[src/source/cache_pkg.sv]
// Cache sizes, address union, channel and command structs
// and the controller state type
`default_nettype none

package cache_pkg;

  // ------------------------------------------------------------
  // Sizes
  // ------------------------------------------------------------
  localparam int addr_bits      = 32;
  localparam int data_bits      = 32;
  localparam int line_bits      = 128;
  localparam int words_per_line = 4;
  localparam int num_ways       = 2;
  localparam int way_bits       = 1;
  localparam int num_sets       = 8;
  localparam int idx_bits       = 3;
  localparam int tag_bits       = 25;
  localparam int word_off_bits  = 2;
  localparam int byte_off_bits  = 2;

  // Operation encoding shared by both sides
  localparam logic op_read  = 1'b0;
  localparam logic op_write = 1'b1;

  // Same address word, seen raw or split into array fields
  typedef union packed {
    logic [addr_bits-1:0] raw;
    struct packed {
      logic [tag_bits-1:0]      tag;
      logic [idx_bits-1:0]      idx;
      logic [word_off_bits-1:0] word_off;
      logic [byte_off_bits-1:0] byte_off;
    } f;
  } addr_u;

  typedef struct packed {
    logic                 op;
    addr_u                addr;
    logic [data_bits-1:0] data;
  } cache_req_t;

  typedef struct packed {
    logic                 op;
    logic [data_bits-1:0] data;
  } cache_resp_t;

  typedef struct packed {
    logic                 op;
    logic [addr_bits-1:0] addr;
    logic [line_bits-1:0] data;
  } mem_req_t;

  typedef struct packed {
    logic [line_bits-1:0] data;
  } mem_resp_t;

  // What the chosen way writes this cycle
  typedef struct packed {
    logic fill;
    logic store;
  } way_cmd_t;

  typedef enum logic [3:0] {
    IDLE,
    TAG_CHECK,
    READ_ACCESS,
    WRITE_ACCESS,
    WAIT,
    REFILL_REQ,
    REFILL_WAIT,
    REFILL_UPDATE,
    EVICT_REQ,
    EVICT_WAIT
  } ctrl_state_e;

endpackage

`default_nettype wire
[src/source/blocking_cache.sv]
// Two-way write-back blocking cache top level with
// request latch, ways, way selector and controller
`timescale 1ns/10ps
`default_nettype none

module blocking_cache
  import cache_pkg::*;
(
  input  logic        clk,
  input  logic        reset,
  input  logic        req_val,
  output logic        req_rdy,
  input  cache_req_t  req,
  output logic        resp_val,
  input  logic        resp_rdy,
  output cache_resp_t resp,
  output logic        mem_req_val,
  input  logic        mem_req_rdy,
  output mem_req_t    mem_req,
  input  logic        mem_resp_val,
  output logic        mem_resp_rdy,
  input  mem_resp_t   mem_resp
);

  cache_req_t                         cur;
  way_cmd_t                           cmd;
  logic                               capture;
  logic                               record;
  logic                               lru_update;
  logic                               mem_is_write;
  logic                               hit;
  logic                               victim_dirty;
  logic [num_ways-1:0]                hits;
  logic [num_ways-1:0]                dirties;
  logic [num_ways-1:0]                wens;
  logic [num_ways-1:0][tag_bits-1:0]  tags;
  logic [num_ways-1:0][line_bits-1:0] lines;
  logic [data_bits-1:0]               rd_word;
  mem_req_t                           victim_req;
  mem_req_t                           refill_req;

  req_latch u_req_latch (
    .clk     (clk),
    .reset   (reset),
    .capture (capture),
    .req     (req),
    .cur     (cur)
  );

  // ------------------------------------------------------------
  // Ways
  // ------------------------------------------------------------
  for (genvar w = 0; w < num_ways; w++) begin : g_way
    cache_way u_way (
      .clk       (clk),
      .reset     (reset),
      .cur       (cur),
      .cmd       (cmd),
      .wen       (wens[w]),
      .fill_line (mem_resp),
      .hit       (hits[w]),
      .dirty     (dirties[w]),
      .tag       (tags[w]),
      .line      (lines[w])
    );
  end

  way_select u_way_select (
    .clk          (clk),
    .reset        (reset),
    .cur          (cur),
    .hits         (hits),
    .dirties      (dirties),
    .tags         (tags),
    .lines        (lines),
    .record       (record),
    .lru_update   (lru_update),
    .cmd          (cmd),
    .hit          (hit),
    .victim_dirty (victim_dirty),
    .wens         (wens),
    .rd_word      (rd_word),
    .victim_req   (victim_req)
  );

  cache_ctrl u_cache_ctrl (
    .clk          (clk),
    .reset        (reset),
    .req_val      (req_val),
    .req_rdy      (req_rdy),
    .resp_val     (resp_val),
    .resp_rdy     (resp_rdy),
    .mem_req_val  (mem_req_val),
    .mem_req_rdy  (mem_req_rdy),
    .mem_resp_val (mem_resp_val),
    .mem_resp_rdy (mem_resp_rdy),
    .is_write     (cur.op == op_write),
    .hit          (hit),
    .victim_dirty (victim_dirty),
    .capture      (capture),
    .record       (record),
    .lru_update   (lru_update),
    .cmd          (cmd),
    .mem_is_write (mem_is_write)
  );

  // Refill reads the whole line at the request address
  assign refill_req.op   = op_read;
  assign refill_req.addr = {cur.addr.raw[addr_bits-1:word_off_bits+byte_off_bits],
                            {(word_off_bits + byte_off_bits){1'b0}}};
  assign refill_req.data = '0;

  assign mem_req = mem_is_write ? victim_req : refill_req;

  assign resp.op   = cur.op;
  assign resp.data = rd_word;

endmodule

`default_nettype wire

[src/source/cache_ctrl.sv]
// Transaction FSM of the blocking cache with its
// handshake, way command and LRU outputs
`timescale 1ns/10ps
`default_nettype none

module cache_ctrl
  import cache_pkg::*;
(
  input  logic     clk,
  input  logic     reset,
  input  logic     req_val,
  output logic     req_rdy,
  output logic     resp_val,
  input  logic     resp_rdy,
  output logic     mem_req_val,
  input  logic     mem_req_rdy,
  input  logic     mem_resp_val,
  output logic     mem_resp_rdy,
  input  logic     is_write,
  input  logic     hit,
  input  logic     victim_dirty,
  output logic     capture,
  output logic     record,
  output logic     lru_update,
  output way_cmd_t cmd,
  output logic     mem_is_write
);

  // One row of the output table
  typedef struct packed {
    logic req_rdy;
    logic resp_val;
    logic mem_req_val;
    logic mem_resp_rdy;
    logic capture;
    logic record;
    logic lru_update;
    logic fill;
    logic store;
    logic mem_is_write;
  } ctrl_out_t;

  ctrl_state_e state_q;
  ctrl_state_e state_d;
  ctrl_out_t   co;

  always_ff @(posedge clk) begin
    if (reset) begin
      state_q <= IDLE;
    end else begin
      state_q <= state_d;
    end
  end

  // ------------------------------------------------------------
  // Next state
  // ------------------------------------------------------------
  always_comb begin
    state_d = state_q;
    unique case (state_q)
      IDLE: begin
        if (req_val) state_d = TAG_CHECK;
      end
      TAG_CHECK: begin
        if (hit) begin
          state_d = is_write ? WRITE_ACCESS : READ_ACCESS;
        end else begin
          state_d = victim_dirty ? EVICT_REQ : REFILL_REQ;
        end
      end
      READ_ACCESS:   state_d = WAIT;
      WRITE_ACCESS:  state_d = WAIT;
      WAIT: begin
        if (resp_rdy) state_d = IDLE;
      end
      REFILL_REQ: begin
        if (mem_req_rdy) state_d = REFILL_WAIT;
      end
      // Response is held by memory until accepted in REFILL_UPDATE
      REFILL_WAIT: begin
        if (mem_resp_val) state_d = REFILL_UPDATE;
      end
      REFILL_UPDATE: state_d = is_write ? WRITE_ACCESS : READ_ACCESS;
      EVICT_REQ: begin
        if (mem_req_rdy) state_d = EVICT_WAIT;
      end
      EVICT_WAIT: begin
        if (mem_resp_val) state_d = REFILL_REQ;
      end
      default:       state_d = IDLE;
    endcase
  end

  // ------------------------------------------------------------
  // Output table
  // ------------------------------------------------------------
  always_comb begin
    unique case (state_q)
      //                    req   resp  mreq  mresp cap   rec   lru   fill  store mwr
      IDLE:          co = '{1'b1, 1'b0, 1'b0, 1'b0, 1'b1, 1'b0, 1'b0, 1'b0, 1'b0, 1'b0};
      TAG_CHECK:     co = '{1'b0, 1'b0, 1'b0, 1'b0, 1'b0, 1'b1, 1'b0, 1'b0, 1'b0, 1'b0};
      READ_ACCESS:   co = '{1'b0, 1'b0, 1'b0, 1'b0, 1'b0, 1'b0, 1'b1, 1'b0, 1'b0, 1'b0};
      WRITE_ACCESS:  co = '{1'b0, 1'b0, 1'b0, 1'b0, 1'b0, 1'b0, 1'b1, 1'b0, 1'b1, 1'b0};
      WAIT:          co = '{1'b0, 1'b1, 1'b0, 1'b0, 1'b0, 1'b0, 1'b0, 1'b0, 1'b0, 1'b0};
      REFILL_REQ:    co = '{1'b0, 1'b0, 1'b1, 1'b0, 1'b0, 1'b0, 1'b0, 1'b0, 1'b0, 1'b0};
      REFILL_WAIT:   co = '{1'b0, 1'b0, 1'b0, 1'b0, 1'b0, 1'b0, 1'b0, 1'b0, 1'b0, 1'b0};
      REFILL_UPDATE: co = '{1'b0, 1'b0, 1'b0, 1'b1, 1'b0, 1'b0, 1'b0, 1'b1, 1'b0, 1'b0};
      EVICT_REQ:     co = '{1'b0, 1'b0, 1'b1, 1'b0, 1'b0, 1'b0, 1'b0, 1'b0, 1'b0, 1'b1};
      EVICT_WAIT:    co = '{1'b0, 1'b0, 1'b0, 1'b1, 1'b0, 1'b0, 1'b0, 1'b0, 1'b0, 1'b1};
      default:       co = '0;
    endcase
  end

  assign req_rdy      = co.req_rdy;
  assign resp_val     = co.resp_val;
  assign mem_req_val  = co.mem_req_val;
  assign mem_resp_rdy = co.mem_resp_rdy;
  // Latch only on an actual request transfer
  assign capture      = co.capture && req_val;
  assign record       = co.record;
  assign lru_update   = co.lru_update;
  assign cmd.fill     = co.fill;
  assign cmd.store    = co.store;
  assign mem_is_write = co.mem_is_write;

endmodule

`default_nettype wire

[src/source/way_select.sv]
// LRU bits, way record, per-way write enables,
// read word and victim writeback muxing
`timescale 1ns/10ps
`default_nettype none

module way_select
  import cache_pkg::*;
(
  input  logic                                clk,
  input  logic                                reset,
  input  cache_req_t                          cur,
  input  logic [num_ways-1:0]                 hits,
  input  logic [num_ways-1:0]                 dirties,
  input  logic [num_ways-1:0][tag_bits-1:0]   tags,
  input  logic [num_ways-1:0][line_bits-1:0]  lines,
  input  logic                                record,
  input  logic                                lru_update,
  input  way_cmd_t                            cmd,
  output logic                                hit,
  output logic                                victim_dirty,
  output logic [num_ways-1:0]                 wens,
  output logic [data_bits-1:0]                rd_word,
  output mem_req_t                            victim_req
);

  logic [num_sets-1:0][way_bits-1:0] lru_q;
  logic [way_bits-1:0]               way_q;
  logic [way_bits-1:0]               hit_way;
  logic [way_bits-1:0]               lru_way;
  logic [idx_bits-1:0]               idx;

  assign idx     = cur.addr.f.idx;
  assign lru_way = lru_q[idx];
  assign hit     = |hits;

  // Lowest matching way wins
  always_comb begin
    hit_way = '0;
    for (int w = num_ways - 1; w >= 0; w--) begin
      if (hits[w]) begin
        hit_way = w[way_bits-1:0];
      end
    end
  end

  assign victim_dirty = dirties[lru_way];

  // ------------------------------------------------------------
  // Way record and LRU state
  // ------------------------------------------------------------
  always_ff @(posedge clk) begin
    if (reset) begin
      lru_q <= '0;
      way_q <= '0;
    end else begin
      if (record) begin
        way_q <= hit ? hit_way : lru_way;
      end
      // LRU points at the way not used by this access
      if (lru_update) begin
        lru_q[idx] <= ~way_q;
      end
    end
  end

  always_comb begin
    for (int w = 0; w < num_ways; w++) begin
      wens[w] = (cmd.fill || cmd.store) && (way_q == w[way_bits-1:0]);
    end
  end

  assign rd_word = lines[way_q][cur.addr.f.word_off*data_bits +: data_bits];

  // Writeback of the recorded victim line
  assign victim_req.op   = op_write;
  assign victim_req.addr = {tags[way_q], idx, {(word_off_bits + byte_off_bits){1'b0}}};
  assign victim_req.data = lines[way_q];

endmodule

`default_nettype wire

[src/source/cache_way.sv]
// One cache way: valid, dirty, tag and data arrays,
// hit detection and fill or store writes
`timescale 1ns/10ps
`default_nettype none

module cache_way
  import cache_pkg::*;
(
  input  logic                 clk,
  input  logic                 reset,
  input  cache_req_t           cur,
  input  way_cmd_t             cmd,
  input  logic                 wen,
  input  mem_resp_t            fill_line,
  output logic                 hit,
  output logic                 dirty,
  output logic [tag_bits-1:0]  tag,
  output logic [line_bits-1:0] line
);

  logic [num_sets-1:0] valid_q;
  logic [num_sets-1:0] dirty_q;
  logic [tag_bits-1:0] tag_q [num_sets];
  logic [words_per_line-1:0][data_bits-1:0] data_q [num_sets];

  logic [idx_bits-1:0] idx;

  assign idx = cur.addr.f.idx;

  // ------------------------------------------------------------
  // Combinational read of the indexed entry
  // ------------------------------------------------------------
  assign hit   = valid_q[idx] && (tag_q[idx] == cur.addr.f.tag);
  // A dirty bit only counts on a valid line
  assign dirty = valid_q[idx] && dirty_q[idx];
  assign tag   = tag_q[idx];
  assign line  = data_q[idx];

  // ------------------------------------------------------------
  // Status bits
  // ------------------------------------------------------------
  always_ff @(posedge clk) begin
    if (reset) begin
      valid_q <= '0;
      dirty_q <= '0;
    end else if (wen) begin
      if (cmd.fill) begin
        valid_q[idx] <= 1'b1;
        dirty_q[idx] <= 1'b0;
      end else if (cmd.store) begin
        dirty_q[idx] <= 1'b1;
      end
    end
  end

  // Tag and data storage
  always_ff @(posedge clk) begin
    if (wen) begin
      if (cmd.fill) begin
        tag_q[idx]  <= cur.addr.f.tag;
        data_q[idx] <= fill_line.data;
      end else if (cmd.store) begin
        // merge one word into the line
        data_q[idx][cur.addr.f.word_off] <= cur.data;
      end
    end
  end

endmodule

`default_nettype wire

[src/source/req_latch.sv]
// Request register holding the accepted processor request
// for the whole transaction
`timescale 1ns/10ps
`default_nettype none

module req_latch
  import cache_pkg::*;
(
  input  logic       clk,
  input  logic       reset,
  input  logic       capture,
  input  cache_req_t req,
  output cache_req_t cur
);

  cache_req_t req_q;

  // Captured on the request transfer, held until the next one
  always_ff @(posedge clk) begin
    if (reset) begin
      req_q <= '0;
    end else if (capture) begin
      req_q <= req;
    end
  end

  // Ways and way selector decode the address union themselves
  assign cur = req_q;

endmodule

`default_nettype wire

[config.mk]
export PLATFORM = sky130hd
export DESIGN_NAME = blocking_cache
export DESIGN_NICKNAME = d
export VERILOG_FILES = /design/src/source/cache_pkg.sv /design/src/source/blocking_cache.sv /design/src/source/cache_ctrl.sv /design/src/source/way_select.sv /design/src/source/cache_way.sv /design/src/source/req_latch.sv
export SDC_FILE = /design/constraint.sdc
export NUM_CORES = 2
export LEC_CHECK = 0
export ABC_CLOCK_PERIOD_IN_PS = 5000
export BUFFER_PORTS_ARGS = -buffer_cell sky130_fd_sc_hd__buf_2
export CORE_MARGIN = 8
export CORE_UTILIZATION = 40
export DETAILED_ROUTE_END_ITERATION = 10
export PLACE_DENSITY = 0.64
export SLEW_MARGIN = 20
export SYNTH_ARGS = -nofsm -noshare
export SYNTH_HDL_FRONTEND = slang
export SYNTH_SLANG_ARGS = --single-unit
[constraint.sdc]
create_clock -name clk -period 5 [get_ports clk]
set_input_delay 0.25 -clock clk [delete_from_list [all_inputs] [get_ports clk]]
set_output_delay 0.25 -clock clk [all_outputs]
set_load 0.02 [all_outputs]
Yosys cells after proc, flatten, opt, wreduce, memory -nomap -nowiden
Memory sizes are Yosys's and may differ from the RTL's. A register that Yosys moved wholly into a read port is not among the register bits.
Cells that the tools add are included.
{"block": "totals", "register_bits": 110, "ramBits": 2448, "rom_bits": 160, "output_inout_bits": 198, "wordCells": 645, "n_memories": 5}
{"block": "classes", "n_lt_le_gt_ge": 6, "n_eq_ne": 17, "n_shift": 1, "n_mux": 316, "bitwise": 264, "reduce_logical": 19}
{"name": "g_way[0].u_way.data_q", "depth": 8, "word_bits": 128, "read_ports": 1, "rd_clocked_by_memory_dff": 1, "wr": 1, "line": "cache_way.sv:24", "text": "logic [words_per_line-1:0][data_bits-1:0] data_q [num_sets];"}
{"name": "g_way[1].u_way.data_q", "depth": 8, "word_bits": 128, "read_ports": 1, "rd_clocked_by_memory_dff": 1, "wr": 1, "line": "cache_way.sv:24"}
{"name": "g_way[0].u_way.tag_q", "depth": 8, "word_bits": 25, "read_ports": 1, "rd_clocked_by_memory_dff": 1, "wr": 1, "line": "cache_way.sv:23", "text": "logic [tag_bits-1:0] tag_q [num_sets];"}
{"name": "g_way[1].u_way.tag_q", "depth": 8, "word_bits": 25, "read_ports": 1, "rd_clocked_by_memory_dff": 1, "wr": 1, "line": "cache_way.sv:23"}
{"name": "(no name shown)", "depth": 16, "word_bits": 10, "read_ports": 1, "rd_clocked_by_memory_dff": 1, "wr": 0, "line": "cache_ctrl.sv:98", "text": "unique case (state_q)"}
{"operator": "two-way mux 128 bit", "count": 4}
{"operator": "two-way mux 1 bit", "count": 277}
{"operator": "bitwise OR 1 bit", "count": 256}
{"operator": "two-way mux 161 bit", "count": 1}
{"operator": "variable part select 128 x 8 -> 32 bit", "count": 1}
{"operator": "demux 32 bit (select 2 bit)", "count": 1}
{"operator": "equality test 25 bit", "count": 2}
{"operator": "two-way mux 25 bit", "count": 2}
{"operator": "two-way mux 4 bit", "count": 10}
{"operator": "case mux 4 bit (9 select lines)", "count": 1}
{"operator": "two-way mux 32 bit", "count": 1}
{"operator": "two-way mux 8 bit", "count": 4}
{"operator": "bitwise OR 8 bit", "count": 4}
{"operator": "two-way mux 3 bit", "count": 8}
{"operator": "bitwise AND 8 bit", "count": 2}
{"operator": "equality test 4 x 3 -> 1 bit (second input constant)", "count": 4}
{"operator": "binary-select mux 1 bit (select 3 bit)", "count": 5}
{"operator": "!= test 2 bit (second input constant)", "count": 6}
{"operator": "logical AND 1 bit", "count": 9}
{"operator": "bitwise mux 8 bit", "count": 1}
{"operator": "equality test 4 x 2 -> 1 bit (second input constant)", "count": 2}
{"operator": "equality test 4 bit (second input constant)", "count": 2}
{"operator": "NOT 8 bit", "count": 1}
{"operator": "AND reduction 2 bit", "count": 4}
{"operator": "other kinds (13)", "count": 15}

Longest topological paths before layout
{"block": "depth", "word_depth": 10, "ltp_mapped": 14, "depth_no_buf": 10}

By module
Synthesis repeated with hierarchy kept, for this count alone.
{"block": "unflattened", "cells_unflattened": 6065, "hier_area_um2": 104054.8}
{"mod": "cache_way (g_way[1].u_way)", "instances": 1, "cells_per_inst": 2668, "area_each_um2": 48161.2, "seq_area_each_um2": 37075.6}
{"mod": "cache_way (g_way[0].u_way)", "instances": 1, "cells_per_inst": 2659, "area_each_um2": 47832.1, "seq_area_each_um2": 37075.6}
{"mod": "way_select", "instances": 1, "cells_per_inst": 276, "area_each_um2": 3538.4, "seq_area_each_um2": 180.2}
{"mod": "req_latch", "instances": 1, "cells_per_inst": 209, "area_each_um2": 2342.2, "seq_area_each_um2": 1301.2}
{"mod": "blocking_cache", "instances": 1, "cells_per_inst": 179, "area_each_um2": 1430.1, "seq_area_each_um2": 0.0}
{"mod": "cache_ctrl", "instances": 1, "cells_per_inst": 74, "area_each_um2": 750.7, "seq_area_each_um2": 260.2}

Least setup slack after synthesis
No wires, ideal clock.
{"block": "synth_path", "path_type": "register -> output", "from": "reg (tool-made name)", "to": "out resp[0] (netlist name)", "arrival_time_ns": 3.668, "path_slack_ns": 1.082, "stages_incl_launch_ff": 11, "cell_sequence": "dfxtp_1 buf_6 buf_2 buf_2 buf_2 buf_2 buf_2 buf_1 mux4_2 mux4_2 mux4_2"}
{"element": "to (decl)", "line": "blocking_cache.sv:16", "text": "output cache_resp_t resp,"}

==> summary.md <==
| Metric | Value |
|---|---|
| Number of iterations in the first detailed-routing pass | 6 |
| Clock slew at reported path FFs | 0.06 ns |
| HPWL Detailed | 193.7 mm |
| Synthesized cell area | 102800 um^2 |
| RSZ-0062 raised after global routing | no |
| Worst path cell trace | buf_12, buf_12, mux4_2, mux4_2, mux4_2, buf_2 |
| Core area | 256200 um^2 |
| Die ar. | 273500 um^2 |
| Via count | 54070 |
| Post-route ant nets | 0 |
| CTS buffer count | 288 |
| Final setup fails | 0 |
| Initial antenna violation count | 78 |
| Slew Limit Fails | 0 |
| Die Y | 523.0 um |
| Clock sink total | 2568 |
| Die width | 523.0 um |
| DR iter-0 viols | 5872 |
| First-pass GRT wire length | 429.3 mm |
| H-tree level count | 5 |
| Layout net count | 5939 |
| Synth Instances | 4928 |
| Fmax | 206.5 MHz |
| Seq/Total Area, Yosys | 0.7383 |
| Area growth syn-to-layout | 17.92% |
| Filler cell count | 20943 |
| Actual slew at the worst max-slew pin | 1.171 ns |
| Flop2flop setup slack | 0.53 ns |
| DRC errors left | 0 |
| Worst EP arrival | 4.59 ns |
| Clock root buffer | clkbuf_16 |
| YS warnings | 0 |
| Synthesized flop and latch total | 2568 |
| Crit share post-route | 0.9684 |
| Worst IR Drop VDD | 0.0003979 V |
| Max-cap viol count | 0 |
| Post-route cell area | 121200 um^2 |
| Rel. slew slack | 0.2179 |
| Worst Hold Class | in2reg |
| # IOs | 397 |
| Critical Path End Type | output port |
| Post-synth top flop | edfxtp_1 |
| Worst path max stage delay | 0.67 ns |
| Rows | 186 |
| Slowest cell on crit path | mux4_2 |
| Global route total overflow | 0 |
| Placed instance count | 8612 |
| Clock Skews | 0.08143 ns |
| Setup Crit Path Kind | reg2out |
| Syn Area/Cell | 20.86 um^2 |
| Port Buffer Count | 390 |
| Setup TNS | 0 ns |
| Tmin final | 4.842 ns |
| Startpoint Class | register |
| Clock Latency Late Sink | 0.94 ns |
| Worst path most repeated cell | mux4_2 |
| Layout cells sized above 1 | 0.3551 |
| Pin count of the biggest net entering global routing | 108 |
| Dpl cell area | 110300 um^2 |
| Final Hold Vio Count | 0 |
| Gp weighted congestion | 0.8472 |
| Cell variety after synth | 74 |
| DR vias/cell | 5.775 |
| GRT Total Usage | 0.2230 |
| CP required | 4.75 ns |
| Non-filler cells, final | 9362 |
| Pwr Density | 408.3 nW/um^2 |
| Async S/R FF share, synth | 0 |
| CTS max path bufs | 4 |
| CTS tree | yes |
| DRT Wirelength | 310.2 mm |
| Multi-input logic area | 26180 um^2 |
| Initial core utilization | 0.4013 |
| Number of synthesized flops with an enable pin | 2448 |
| Register Area | 75940 um^2 |
| Worst-path maximum fanout | 84 |
| Status | complete, no violations |
| Leakage | 38.44 nW |
| Per-cell routed wire length | 33.13 um |
| Vias in the first global route | 54435 |
## sequential cells by signal, summed over array words and instances, names as in the netlist, named ones only
name and count:
g_way.u_way.data_q 2048, g_way.u_way.tag_q 400, u_req_latch.cur 63, g_way.u_way.valid_q 16, u_cache_ctrl.co 9, u_way_select.lru_q 8, u_cache_ctrl.state_q 4, u_way_select.way_q 1
## placed cells by master (no fill, tap or decap), types with 29 or more instances in the layout
| master | count |
|---|---|
| buf_2 | 389 |
| dfxtp_1 | 110 |
| buf_4 | 182 |
| edfxtp_1 | 2448 |
| nor2_4 | 82 |
| mux2_2 | 310 |
| nor2_1 | 81 |
| nand2_1 | 162 |
| nor3_1 | 41 |
| dlygate4sd3_1 | 220 |
| clkbuf_1 | 56 |
| mux4_2 | 702 |
| clkbuf_16 | 291 |
| a22oi_1 | 29 |
| mux2i_1 | 118 |
| and2_1 | 147 |
| clkinv_1 | 55 |
| a21oi_1 | 117 |
| diode_2 | 42 |
| clkinv_2 | 44 |
## logic make-up after synthesis
family / synth area share
buffers and inverters: 0.01357
AND/OR/NAND/NOR: 0.02949
flip-flops: 0.7383
XOR/XNOR: 0.002726
AO/OA/AOI/OAI: 0.01592
multiplexers: 0.1999
other: 0.00003647
## per-layer routing
metal / wire length, um / part of all wire / track usage / vias to the layer above
met3: 24650 / 0.079 / 0.04422 / 521
met2: 149400 / 0.48 / 0.3621 / 2478
met1: 119200 / 0.38 / 0.2900 / 28995
met4: 16860 / 0.054 / 0.1059 / 12
li1: - / - / - / 22064
met5: 75 / 0.00024 / 0 / -
## final timing paths
kind,from,endpoint,cells after the start
worst min-delay path,req_val,u_req_latch.cur[35]$_SDFFE_PP0P_,4
worst min register to register,u_req_latch.cur[12]$_SDFFE_PP0P_,u_req_latch.cur[12]$_SDFFE_PP0P_,2
worst max register to register,register,u_cache_ctrl.co[4]$_SDFF_PP0_,10
worst max-delay path,register,resp[19],6
## through the flow
step           hold WS (ns)  setup slack [ns]    util  power [mW]
2_1_floorplan        0.3860             1.082       -       27.72
5_1_grt             0.06948          0.001737  0.4728       50.86
3_5_place_dp         0.4561            0.5787  0.4303       30.14
6_report            0.06343            0.1582  0.4732       49.51
4_1_cts           0.0005542           0.01846  0.4726       49.81
3_3_place_gp         0.4448            0.6104  0.4303       30.08
## area by class of cell
type | instances | share of cell area
flip-flops and latches | 2568 | 0.6264
clock buffers | 351 | 0.06225
well taps | 3384 | 0.03492
multi-input cells | 2048 | 0.2159
inverters | 14 | 0.0004954
clock inverters | 135 | 0.008628
diodes | 42 | 0.0008669
repair buffers | 820 | 0.05056
## where the power goes
group | leakage, nW | internal [mW] | switching, mW
combinational | 11.2 | 2.37 | 3.42
sequential | 23.1 | 23.7 | 0.364
clock | 4.21 | 11.4 | 8.23
## worst max-delay path: cells and delay by family, from the launching register on
kind	cells	cell delay, ns
buf+inv	3	0.97
flops	1	0.62
mux	3	1.88
## synthesized netlist by cell type (9+ instances only)
| library cell | number | share of area |
|---|---|---|
| a211oi_1 | 19 | 0.0014 |
| a21oi_1 | 122 | 0.0059 |
| a22oi_1 | 29 | 0.0021 |
| and2_1 | 148 | 0.0090 |
| buf_1 | 18 | 0.00066 |
| buf_2 | 68 | 0.0033 |
| buf_4 | 14 | 0.0010 |
| clkbuf_1 | 192 | 0.0070 |
| dfxtp_1 | 120 | 0.023 |
| edfxtp_1 | 2448 | 0.71 |
| inv_1 | 11 | 0.00040 |
| mux2_2 | 310 | 0.034 |
| mux2i_1 | 118 | 0.011 |
| mux4_2 | 702 | 0.15 |
| nand2_1 | 163 | 0.0060 |
| nand2b_1 | 12 | 0.00073 |
| nand3_1 | 9 | 0.00044 |
| nor2_1 | 163 | 0.0060 |
| nor2b_1 | 13 | 0.00079 |
| nor3_1 | 42 | 0.0020 |
| o21ai_0 | 22 | 0.0011 |
| o22ai_1 | 23 | 0.0014 |
| or3_1 | 9 | 0.00055 |
| xnor2_1 | 17 | 0.0014 |
| xor2_1 | 15 | 0.0013 |
## what timing repair did
| item | 4_1_cts | 5_1_grt |
|---|---|---|
| gates cloned | 1 | 0 |
| hold buffers | 220 | 0 |
| gates resized for setup | 2 | 3 |
| endpoints found under the hold margin | 2154 | 0 |
| endpoints found under the setup margin | 12 | 11 |
| setup buffers | 0 | 1 |
No activity file was read; power rests on OpenSTA's default activity.
